**src/rtl/string_frame_pkg.sv**
```systemverilog
// ------------------------------------------------
// frame marker byte
// transmit framer and receive parser state enums
// ------------------------------------------------
`default_nettype none

package string_frame_pkg;

	// frames open and close with two of these
	localparam logic [7:0] MARKER = 8'h26;

	typedef enum logic [2:0] {
		TX_IDLE,
		TX_OPEN1,
		TX_OPEN2,
		TX_CONTENT,
		TX_CLOSE1,
		TX_CLOSE2,
		TX_FINISH
	} tx_state_t;

	typedef enum logic [2:0] {
		RX_HUNT,
		RX_OPEN2,
		RX_CONTENT,
		RX_MARKER_SEEN,
		RX_FINISH
	} rx_state_t;

endpackage

`default_nettype wire

```
**src/rtl/uart_line_pkg.sv**
```systemverilog
// ------------------------------------------------
// serial line constants for the 8N1 link
// bit engine phase enum shared by tx and rx
// ------------------------------------------------
`default_nettype none

package uart_line_pkg;

	localparam int DATA_BITS    = 8;
	// transmitter holds the line high for two bit times
	localparam int TX_STOP_BITS = 2;

	typedef enum logic [1:0] {
		LINE_IDLE,
		LINE_START,
		LINE_DATA,
		LINE_STOP
	} line_state_t;

endpackage

`default_nettype wire

```
**src/rtl/uart_byte_if.sv**
```systemverilog
// ------------------------------------------------
// byte handoff from framer to serializer
// ------------------------------------------------
`default_nettype none

interface uart_byte_if;

	logic [uart_line_pkg::DATA_BITS-1:0] data;
	logic                                valid;
	// high while the serializer can take a byte
	logic                                ready;
	// one cycle pulse after the last stop bit
	logic                                done;

	modport source (output data, output valid, input ready, input done);

	modport sink (input data, input valid, output ready, output done);

endinterface

`default_nettype wire

```
**src/rtl/baud_timer.sv**
```systemverilog
// ------------------------------------------------
// bit period counter
// half_tick mid bit, bit_tick at end of bit
// ------------------------------------------------
`default_nettype none

module baud_timer #(
	parameter int CLKS_PER_BIT = 868
) (
	input  wire  sys_clk,
	input  wire  sys_rst_n,
	input  wire  clear,
	output logic bit_tick,
	output logic half_tick
);

	localparam int CNT_W = (CLKS_PER_BIT > 1) ? $clog2(CLKS_PER_BIT) : 1;
	localparam logic [CNT_W-1:0] LAST = CNT_W'(CLKS_PER_BIT - 1);
	localparam logic [CNT_W-1:0] HALF = CNT_W'(CLKS_PER_BIT / 2 - 1);

	logic [CNT_W-1:0] cnt;

	always_ff @(posedge sys_clk or negedge sys_rst_n) begin
		if (!sys_rst_n) begin
			cnt <= '0;
		end else if (clear || cnt == LAST) begin
			cnt <= '0;
		end else begin
			cnt <= cnt + 1'b1;
		end
	end

	assign bit_tick  = (cnt == LAST);
	assign half_tick = (cnt == HALF);

endmodule

`default_nettype wire

```
**src/rtl/string_rx_fsm.sv**
```systemverilog
// ------------------------------------------------
// receive parser
// finds && ... && frames and fills the string buffer
// ------------------------------------------------
`default_nettype none

module string_rx_fsm #(
	parameter int MAX_LEN = 16
) (
	input  wire                             sys_clk,
	input  wire                             sys_rst_n,
	input  wire  [7:0]                      rx_byte,
	input  wire                             rx_valid,
	output logic [8*MAX_LEN-1:0]            rx_string,
	output logic [$clog2(MAX_LEN+1)-1:0]    rx_length,
	output logic                            rx_busy,
	output logic                            rx_done
);

	localparam int LEN_W = $clog2(MAX_LEN + 1);

	string_frame_pkg::rx_state_t state;

	logic is_marker;
	logic open_hit;
	logic store_one;
	logic store_pair;
	logic wr_a;
	logic [7:0] byte_a;
	logic [LEN_W:0] len_sum;
	logic [LEN_W:0] len_plus1;
	logic [LEN_W-1:0] len_next;

	assign is_marker = (rx_byte == string_frame_pkg::MARKER);

	assign open_hit   = (state == string_frame_pkg::RX_OPEN2) && rx_valid && is_marker;
	assign store_one  = (state == string_frame_pkg::RX_CONTENT) && rx_valid && !is_marker;
	// a lone marker inside the content is kept along with the byte after it
	assign store_pair = (state == string_frame_pkg::RX_MARKER_SEEN) && rx_valid && !is_marker;

	assign wr_a   = store_one || store_pair;
	assign byte_a = store_pair ? string_frame_pkg::MARKER : rx_byte;

	// length saturates at MAX_LEN
	assign len_plus1 = {1'b0, rx_length} + (LEN_W+1)'(1);
	assign len_sum   = {1'b0, rx_length} + (store_pair ? (LEN_W+1)'(2) : (LEN_W+1)'(1));
	assign len_next  = (len_sum > (LEN_W+1)'(MAX_LEN)) ? LEN_W'(MAX_LEN) : len_sum[LEN_W-1:0];

	assign rx_busy = (state != string_frame_pkg::RX_HUNT);
	assign rx_done = (state == string_frame_pkg::RX_FINISH);

	always_ff @(posedge sys_clk or negedge sys_rst_n) begin
		if (!sys_rst_n) begin
			state <= string_frame_pkg::RX_HUNT;
		end else begin
			unique case (state)
				string_frame_pkg::RX_HUNT: begin
					if (rx_valid && is_marker) begin
						state <= string_frame_pkg::RX_OPEN2;
					end
				end
				string_frame_pkg::RX_OPEN2: begin
					if (rx_valid) begin
						state <= is_marker ? string_frame_pkg::RX_CONTENT :
							string_frame_pkg::RX_HUNT;
					end
				end
				string_frame_pkg::RX_CONTENT: begin
					if (rx_valid && is_marker) begin
						state <= string_frame_pkg::RX_MARKER_SEEN;
					end
				end
				string_frame_pkg::RX_MARKER_SEEN: begin
					if (rx_valid) begin
						state <= is_marker ? string_frame_pkg::RX_FINISH :
							string_frame_pkg::RX_CONTENT;
					end
				end
				default: state <= string_frame_pkg::RX_HUNT;
			endcase
		end
	end

	//------------------------------------------------
	// string buffer and length
	//------------------------------------------------
	always_ff @(posedge sys_clk or negedge sys_rst_n) begin
		if (!sys_rst_n) begin
			rx_string <= '0;
			rx_length <= '0;
		end else begin
			if (open_hit) begin
				rx_length <= '0;
			end else if (wr_a) begin
				rx_length <= len_next;
			end
			// lanes past MAX_LEN have no match, so overflow bytes drop out
			for (int i = 0; i < MAX_LEN; i++) begin
				if (wr_a && rx_length == LEN_W'(i)) begin
					rx_string[8*i +: 8] <= byte_a;
				end
				if (store_pair && len_plus1 == (LEN_W+1)'(i)) begin
					rx_string[8*i +: 8] <= rx_byte;
				end
			end
		end
	end

endmodule

`default_nettype wire

```
**src/rtl/string_tx_fsm.sv**
```systemverilog
// ------------------------------------------------
// transmit framer
// sends && + content + && through the byte handoff
// ------------------------------------------------
`default_nettype none

module string_tx_fsm #(
	parameter int MAX_LEN = 16
) (
	input  wire                             sys_clk,
	input  wire                             sys_rst_n,
	input  wire  [8*MAX_LEN-1:0]            tx_string,
	input  wire  [$clog2(MAX_LEN+1)-1:0]    tx_length,
	input  wire                             tx_req,
	output logic                            tx_busy,
	output logic                            tx_done,
	uart_byte_if.source                     byte_if
);

	localparam int LEN_W = $clog2(MAX_LEN + 1);

	string_frame_pkg::tx_state_t state;

	logic [8*MAX_LEN-1:0] str_q;
	logic [LEN_W-1:0] len_q;
	logic [LEN_W-1:0] idx;
	logic req_d;
	logic start;
	logic valid_q;
	logic last_byte;

	// rising edge of tx_req with something to send
	assign start = (state == string_frame_pkg::TX_IDLE) && tx_req && !req_d &&
		(tx_length != '0);

	assign last_byte = ((idx + LEN_W'(1)) == len_q);

	assign tx_busy = (state != string_frame_pkg::TX_IDLE);
	assign tx_done = (state == string_frame_pkg::TX_FINISH);

	assign byte_if.valid = valid_q;
	assign byte_if.data  = (state == string_frame_pkg::TX_CONTENT) ? str_q[8*idx +: 8] :
		string_frame_pkg::MARKER;

	always_ff @(posedge sys_clk or negedge sys_rst_n) begin
		if (!sys_rst_n) begin
			state   <= string_frame_pkg::TX_IDLE;
			idx     <= '0;
			req_d   <= 1'b0;
			valid_q <= 1'b0;
		end else begin
			req_d <= tx_req;
			// drop the offer once the serializer has taken it
			if (valid_q && byte_if.ready) begin
				valid_q <= 1'b0;
			end
			unique case (state)
				string_frame_pkg::TX_IDLE: begin
					if (start) begin
						state   <= string_frame_pkg::TX_OPEN1;
						idx     <= '0;
						valid_q <= 1'b1;
					end
				end
				string_frame_pkg::TX_OPEN1: begin
					if (byte_if.done) begin
						state   <= string_frame_pkg::TX_OPEN2;
						valid_q <= 1'b1;
					end
				end
				string_frame_pkg::TX_OPEN2: begin
					if (byte_if.done) begin
						state   <= string_frame_pkg::TX_CONTENT;
						valid_q <= 1'b1;
					end
				end
				string_frame_pkg::TX_CONTENT: begin
					if (byte_if.done && last_byte) begin
						state   <= string_frame_pkg::TX_CLOSE1;
						valid_q <= 1'b1;
					end else if (byte_if.done) begin
						idx     <= idx + 1'b1;
						valid_q <= 1'b1;
					end
				end
				string_frame_pkg::TX_CLOSE1: begin
					if (byte_if.done) begin
						state   <= string_frame_pkg::TX_CLOSE2;
						valid_q <= 1'b1;
					end
				end
				string_frame_pkg::TX_CLOSE2: begin
					if (byte_if.done) begin
						state <= string_frame_pkg::TX_FINISH;
					end
				end
				default: state <= string_frame_pkg::TX_IDLE;
			endcase
		end
	end

	always_ff @(posedge sys_clk) begin
		if (start) begin
			str_q <= tx_string;
			len_q <= tx_length;
		end
	end

endmodule

`default_nettype wire

```
**src/rtl/uart_deserializer.sv**
```systemverilog
// ------------------------------------------------
// uart receive sampler
// two flop synchroniser, start bit check at mid bit
// data and stop sampled at bit centres
// ------------------------------------------------
`default_nettype none

module uart_deserializer #(
	parameter int CLKS_PER_BIT = 868
) (
	input  wire                                 sys_clk,
	input  wire                                 sys_rst_n,
	input  wire                                 uart_rx,
	output logic [uart_line_pkg::DATA_BITS-1:0] rx_byte,
	output logic                                rx_valid
);

	localparam int CNT_W = $clog2(uart_line_pkg::DATA_BITS);
	localparam logic [CNT_W-1:0] LAST_DATA = CNT_W'(uart_line_pkg::DATA_BITS - 1);

	uart_line_pkg::line_state_t state;

	logic rx_meta;
	logic rx_sync;
	logic rx_prev;
	logic fall;
	logic restart;
	logic bit_tick;
	logic half_tick;
	logic [uart_line_pkg::DATA_BITS-1:0] shift_q;
	logic [CNT_W-1:0] bit_cnt;

	assign fall = rx_prev && !rx_sync;

	// realign the timer to the centre of the start bit
	assign restart = (state == uart_line_pkg::LINE_START) && half_tick;

	baud_timer #(
		.CLKS_PER_BIT (CLKS_PER_BIT)
	) i_baud_timer (
		.sys_clk   (sys_clk),
		.sys_rst_n (sys_rst_n),
		.clear     ((state == uart_line_pkg::LINE_IDLE) || restart),
		.bit_tick  (bit_tick),
		.half_tick (half_tick)
	);

	always_ff @(posedge sys_clk or negedge sys_rst_n) begin
		if (!sys_rst_n) begin
			rx_meta <= 1'b1;
			rx_sync <= 1'b1;
			rx_prev <= 1'b1;
		end else begin
			rx_meta <= uart_rx;
			rx_sync <= rx_meta;
			rx_prev <= rx_sync;
		end
	end

	//------------------------------------------------
	// bit engine
	//------------------------------------------------
	always_ff @(posedge sys_clk or negedge sys_rst_n) begin
		if (!sys_rst_n) begin
			state    <= uart_line_pkg::LINE_IDLE;
			bit_cnt  <= '0;
			rx_valid <= 1'b0;
		end else begin
			rx_valid <= 1'b0;
			unique case (state)
				uart_line_pkg::LINE_IDLE: begin
					if (fall) begin
						state <= uart_line_pkg::LINE_START;
					end
				end
				uart_line_pkg::LINE_START: begin
					// a glitch shorter than half a bit goes back to idle
					if (half_tick && rx_sync) begin
						state <= uart_line_pkg::LINE_IDLE;
					end else if (half_tick) begin
						state   <= uart_line_pkg::LINE_DATA;
						bit_cnt <= '0;
					end
				end
				uart_line_pkg::LINE_DATA: begin
					if (bit_tick && bit_cnt == LAST_DATA) begin
						state <= uart_line_pkg::LINE_STOP;
					end else if (bit_tick) begin
						bit_cnt <= bit_cnt + 1'b1;
					end
				end
				uart_line_pkg::LINE_STOP: begin
					if (bit_tick) begin
						state    <= uart_line_pkg::LINE_IDLE;
						rx_valid <= rx_sync;
					end
				end
				default: state <= uart_line_pkg::LINE_IDLE;
			endcase
		end
	end

	// lsb arrives first so it shifts in from the top
	always_ff @(posedge sys_clk) begin
		if (bit_tick && state == uart_line_pkg::LINE_DATA) begin
			shift_q <= {rx_sync, shift_q[uart_line_pkg::DATA_BITS-1:1]};
		end
		if (bit_tick && state == uart_line_pkg::LINE_STOP) begin
			rx_byte <= shift_q;
		end
	end

endmodule

`default_nettype wire

```
**src/rtl/uart_serializer.sv**
```systemverilog
// ------------------------------------------------
// uart transmit shift engine
// start bit, 8 data bits lsb first, stop bits
// ------------------------------------------------
`default_nettype none

module uart_serializer #(
	parameter int CLKS_PER_BIT = 868
) (
	input  wire       sys_clk,
	input  wire       sys_rst_n,
	output logic      uart_tx,
	uart_byte_if.sink byte_if
);

	localparam int CNT_W = $clog2(uart_line_pkg::DATA_BITS);
	localparam logic [CNT_W-1:0] LAST_DATA = CNT_W'(uart_line_pkg::DATA_BITS - 1);
	localparam logic [CNT_W-1:0] LAST_STOP = CNT_W'(uart_line_pkg::TX_STOP_BITS - 1);

	uart_line_pkg::line_state_t state;

	logic [uart_line_pkg::DATA_BITS-1:0] shift_q;
	logic [CNT_W-1:0] bit_cnt;
	logic done_q;
	logic take;
	logic bit_tick;

	assign byte_if.ready = (state == uart_line_pkg::LINE_IDLE);
	assign byte_if.done  = done_q;
	assign take          = byte_if.valid && byte_if.ready;

	// timer runs only while a character is on the line
	baud_timer #(
		.CLKS_PER_BIT (CLKS_PER_BIT)
	) i_baud_timer (
		.sys_clk   (sys_clk),
		.sys_rst_n (sys_rst_n),
		.clear     (state == uart_line_pkg::LINE_IDLE),
		.bit_tick  (bit_tick),
		.half_tick ()
	);

	always_ff @(posedge sys_clk or negedge sys_rst_n) begin
		if (!sys_rst_n) begin
			state   <= uart_line_pkg::LINE_IDLE;
			bit_cnt <= '0;
			uart_tx <= 1'b1;
			done_q  <= 1'b0;
		end else begin
			done_q <= 1'b0;
			unique case (state)
				uart_line_pkg::LINE_IDLE: begin
					if (take) begin
						state   <= uart_line_pkg::LINE_START;
						uart_tx <= 1'b0;
						bit_cnt <= '0;
					end
				end
				uart_line_pkg::LINE_START: begin
					if (bit_tick) begin
						state   <= uart_line_pkg::LINE_DATA;
						uart_tx <= shift_q[0];
					end
				end
				uart_line_pkg::LINE_DATA: begin
					if (bit_tick && bit_cnt == LAST_DATA) begin
						state   <= uart_line_pkg::LINE_STOP;
						uart_tx <= 1'b1;
						bit_cnt <= '0;
					end else if (bit_tick) begin
						uart_tx <= shift_q[0];
						bit_cnt <= bit_cnt + 1'b1;
					end
				end
				uart_line_pkg::LINE_STOP: begin
					if (bit_tick && bit_cnt == LAST_STOP) begin
						state  <= uart_line_pkg::LINE_IDLE;
						done_q <= 1'b1;
					end else if (bit_tick) begin
						bit_cnt <= bit_cnt + 1'b1;
					end
				end
				default: state <= uart_line_pkg::LINE_IDLE;
			endcase
		end
	end

	// bit 0 of the shift register is the next data bit out
	always_ff @(posedge sys_clk) begin
		if (take) begin
			shift_q <= byte_if.data;
		end else if (bit_tick && (state == uart_line_pkg::LINE_START ||
				state == uart_line_pkg::LINE_DATA)) begin
			shift_q <= shift_q >> 1;
		end
	end

endmodule

`default_nettype wire

```
**src/rtl/uart_string_top.sv**
```systemverilog
// ------------------------------------------------
// uart string framing subsystem top level
// transmit framer + serializer, deserializer + parser
// ------------------------------------------------
`default_nettype none

module uart_string_top #(
	parameter int CLKS_PER_BIT = 868,
	parameter int MAX_LEN      = 16
) (
	input  wire                             sys_clk,
	input  wire                             sys_rst_n,
	input  wire  [8*MAX_LEN-1:0]            tx_string,
	input  wire  [$clog2(MAX_LEN+1)-1:0]    tx_length,
	input  wire                             tx_req,
	output logic                            tx_busy,
	output logic                            tx_done,
	output logic [8*MAX_LEN-1:0]            rx_string,
	output logic [$clog2(MAX_LEN+1)-1:0]    rx_length,
	output logic                            rx_busy,
	output logic                            rx_done,
	input  wire                             uart_rx,
	output logic                            uart_tx
);

	logic [7:0] rx_byte;
	logic       rx_valid;

	uart_byte_if tx_byte_if ();

	//------------------------------------------------
	// transmit path
	//------------------------------------------------
	string_tx_fsm #(
		.MAX_LEN (MAX_LEN)
	) i_string_tx_fsm (
		.sys_clk   (sys_clk),
		.sys_rst_n (sys_rst_n),
		.tx_string (tx_string),
		.tx_length (tx_length),
		.tx_req    (tx_req),
		.tx_busy   (tx_busy),
		.tx_done   (tx_done),
		.byte_if   (tx_byte_if.source)
	);

	uart_serializer #(
		.CLKS_PER_BIT (CLKS_PER_BIT)
	) i_uart_serializer (
		.sys_clk   (sys_clk),
		.sys_rst_n (sys_rst_n),
		.uart_tx   (uart_tx),
		.byte_if   (tx_byte_if.sink)
	);

	//------------------------------------------------
	// receive path
	//------------------------------------------------
	uart_deserializer #(
		.CLKS_PER_BIT (CLKS_PER_BIT)
	) i_uart_deserializer (
		.sys_clk   (sys_clk),
		.sys_rst_n (sys_rst_n),
		.uart_rx   (uart_rx),
		.rx_byte   (rx_byte),
		.rx_valid  (rx_valid)
	);

	string_rx_fsm #(
		.MAX_LEN (MAX_LEN)
	) i_string_rx_fsm (
		.sys_clk   (sys_clk),
		.sys_rst_n (sys_rst_n),
		.rx_byte   (rx_byte),
		.rx_valid  (rx_valid),
		.rx_string (rx_string),
		.rx_length (rx_length),
		.rx_busy   (rx_busy),
		.rx_done   (rx_done)
	);

endmodule

`default_nettype wire

```
**config.mk**
```make
export PLATFORM = sky130hd
export DESIGN_NAME = uart_string_top
export DESIGN_NICKNAME = d
export VERILOG_FILES = /design/src/rtl/string_frame_pkg.sv /design/src/rtl/uart_line_pkg.sv /design/src/rtl/uart_byte_if.sv /design/src/rtl/baud_timer.sv /design/src/rtl/string_rx_fsm.sv /design/src/rtl/string_tx_fsm.sv /design/src/rtl/uart_deserializer.sv /design/src/rtl/uart_serializer.sv /design/src/rtl/uart_string_top.sv
export SDC_FILE = /design/constraint.sdc
export NUM_CORES = 1
export LEC_CHECK = 0
export ABC_AREA = 1
export BUFFER_PORTS_ARGS = -buffer_cell sky130_fd_sc_hd__buf_2
export CORE_MARGIN = 1
export CORE_UTILIZATION = 61
export CTS_BUF_LIST = sky130_fd_sc_hd__clkbuf_8 sky130_fd_sc_hd__clkbuf_16
export CTS_CLUSTER_SIZE = 16
export DETAILED_ROUTE_END_ITERATION = 7
export GPL_ROUTABILITY_DRIVEN = 0
export PLACE_DENSITY = 0.89
export REMOVE_ABC_BUFFERS = 1
export SLEW_MARGIN = 20
export SYNTH_ARGS = -nofsm -noshare
export SYNTH_HDL_FRONTEND = slang
export SYNTH_HIERARCHICAL = 1
export SYNTH_SLANG_ARGS = --single-unit
```
**constraint.sdc**
```tcl
create_clock -name sys_clk -period 9.04 [get_ports sys_clk]
set_input_delay 2.712 -clock sys_clk [delete_from_list [all_inputs] [get_ports sys_clk]]
set_output_delay 2.712 -clock sys_clk [all_outputs]
set_load 0.01 [all_outputs]
```
==> impl_metrics.env <==
export IMPL_overflow=0
export IMPL_io_buffer_count=274
export IMPL_dp_cells=2269
export IMPL_finalNonFillerCells=2341
export IMPL_cts_setup_buffers=0
export IMPL_sw_frac_of_total_pct=21.6
export IMPL_p_comb_share_pct=4.6
export IMPL_min_path_cells=0
export IMPL_synth_warnings=6
export IMPL_crit_path_end_kind="flip-flop"
export IMPL_cp_max_fo=76
export IMPL_clk_latency_ps=530
export IMPL_p_int_w=0.00259
export IMPL_grt_max_degree=111
export IMPL_setup_violations=0
export IMPL_clk_path_buf_depth=3
export IMPL_period_needed_ps=4460
export IMPL_coreArea_um2=25500
export IMPL_crit_slowest_cell="buf_4"
export IMPL_post_cts_resized=0
export IMPL_crit_chain="buf_2 > nor2_1 > a21oi_4 > buf_4 > buf_4"
export IMPL_reg2reg_from="i_uart_deserializer/rx_byte[2]"
export IMPL_outcome="finished, final reports clean"
export IMPL_hold_start="i_uart_deserializer/rx_meta"
export IMPL_path_class="input port to flip-flop"
export IMPL_hold_end="i_uart_deserializer/rx_sync"
export IMPL_layout_common_cells="495 x nand2_1, 273 x buf_2, 181 x nand3_1"
export IMPL_grt_pass1_wl_mm=65.2
export IMPL_vias=13600
export IMPL_drc=0
export IMPL_max_stage_delay_ps=860
export IMPL_drt_iter0_drc=1502
export IMPL_leakage_nw=9.82
export IMPL_wire_per_inst_um=17.6
export IMPL_drive_gt1_share_pct=23.3
export IMPL_layout_commonest_cell="nand2_1"
export IMPL_worstPathArrival_ps=4600
export IMPL_cts_clk_slew_worst_paths_ps=60
export IMPL_setup_tns_final_ps=0
export IMPL_dr_pass1_iters=6
export IMPL_post_route_util_pct=74.0
export IMPL_first_global_vias=13300
export IMPL_numClockSinks=339
export IMPL_drv_slew=0
export IMPL_max_cap_viol_count=0
export IMPL_die_width_um=164
export IMPL_pwr_share_clk_pct=45.6
export IMPL_viasPerCell=5.81
export IMPL_synthesis_area_um2=16000
export IMPL_rows=58
export IMPL_cpMostUsedCell="buf_4"
export IMPL_fmax_ghz=0.224
export IMPL_antenna_found_initial=3
export IMPL_tightest_slew_ps=990
export IMPL_area_growth_pct=17.5
export IMPL_start_util_pct=62.9
export IMPL_syn_area_per_cell_um2=9.39
export IMPL_fin_area_um2=18800
export IMPL_fin_hold_ws_ps=375
export IMPL_root_buffer="clkbuf_16"
export IMPL_worstReg2RegEnd="i_string_rx_fsm/rx_length[0]"
export IMPL_placed_area_um2=17600
export IMPL_final_net_count=2139
export IMPL_dieArea_um2=26900
export IMPL_h_tree_depth=2
export IMPL_fin_crit_sh_pct=49.4
export IMPL_worst_setup_path_start_kind="input port"
export IMPL_seqPwrFrac_pct=49.8
export IMPL_die_h_um=164
export IMPL_tritoncts="built"
export IMPL_crit_required_ps=9180
export IMPL_powerDensity_nw_per_um2=176
export IMPL_r2r_slack_ps=5500
export IMPL_slew_headroom_pct=34.0
export IMPL_gr_usage_all_layers_pct=30.6
export IMPL_clock_skew_ps=23.2
export IMPL_post_dp_hpwl_mm=27.0
export IMPL_rsz0062_at_grt="false"
export IMPL_hold_path_class="flip-flop to flip-flop"
export IMPL_rr_worst_depth=16
export IMPL_hold_buffers=0
export IMPL_design_portCount=275
export IMPL_routed_wl_mm=41.3
export IMPL_syn_inst=1708
export IMPL_antenna_left=0
export IMPL_cts_buffers=37
export IMPL_hold_violations=0
export IMPL_ir_drop_mv=0.187
export IMPL_switchingPower_w=0.000715
-- state kept, by name, summed over array words and instances, names as in the netlist, 5 cells and up, named ones only --
| register | cells |
|---|---|
| i_string_tx_fsm/idx | 5 |
| i_string_rx_fsm/rx_string | 128 |
| i_uart_serializer/shift_q | 8 |
| i_string_rx_fsm/rx_length | 5 |
| i_uart_serializer/i_baud_timer/cnt | 10 |
| i_string_tx_fsm/len_q | 5 |
| i_uart_deserializer/i_baud_timer/cnt | 10 |
| i_uart_deserializer/shift_q | 8 |
| i_string_tx_fsm/str_q | 128 |
| i_uart_deserializer/rx_byte | 8 |
-- worst max path at each step --
stage / start / end / slack, ps / depth (start not counted)
final: tx_length[4] / i_string_tx_fsm/str_q[105] / 4580 / 5
after global routing: tx_length[4] / i_string_tx_fsm/str_q[125] / 4480 / 5
after CTS: tx_length[4] / i_string_tx_fsm/str_q[105] / 4600 / 5
after detailed placement: tx_length[4] / i_string_tx_fsm/str_q[105] / 4060 / 5
after global placement: tx_req / i_string_tx_fsm/str_q[74] / 4200 / 5
after floorplan: tx_length[3] / i_string_tx_fsm/idx[0] / 3270 / 7
-- critical path, delay by kind of cell --
family / cells / cell delay (ps)
buffers and inverters: 3 / 1580
AOI/OAI and AO/OA: 1 / 150
and+or+nand+nor: 1 / 90
-- power by group through the flow --
stage / logic, W / clock network (W) / registers (W)
floorplan: 0.0000834 / 0 / 0.00167
global placement: 0.000141 / 0 / 0.00167
detailed placement: 0.000151 / 0 / 0.00167
CTS: 0.000153 / 0.00152 / 0.00165
global route: 0.000173 / 0.00158 / 0.00165
finish: 0.000153 / 0.00151 / 0.00165
-- metal layers --
layer,global-route usage [%],vias to the layer above,wire length (µm)
met3,4.42,153,3030
met5,0,-,0
met4,14.7,0,1860
met1,38.0,6452,15800
met2,52.7,699,20700
li1,-,6305,-
-- per-stage QoR --
stage | total power [W] | setup slack [ps]
CTS | 0.00332 | 4600
global placement | 0.00182 | 4200
global route | 0.00340 | 4480
floorplan | 0.00176 | 3270
detailed placement | 0.00183 | 4060
finish | 0.00331 | 4580
-- final cells by class --
cell class,instances,area (µm²)
Antenna cell,5,12.5
Clock buffer,40,990
Clock inverter,27,230
Fill cell,1704,6640
Inverter,118,443
Multi-Input combinational cell,1199,6020
Sequential cell,339,9280
Tap cell,330,413
Timing Repair Buffer,283,1450
Power figures use the tool's default switching activity.
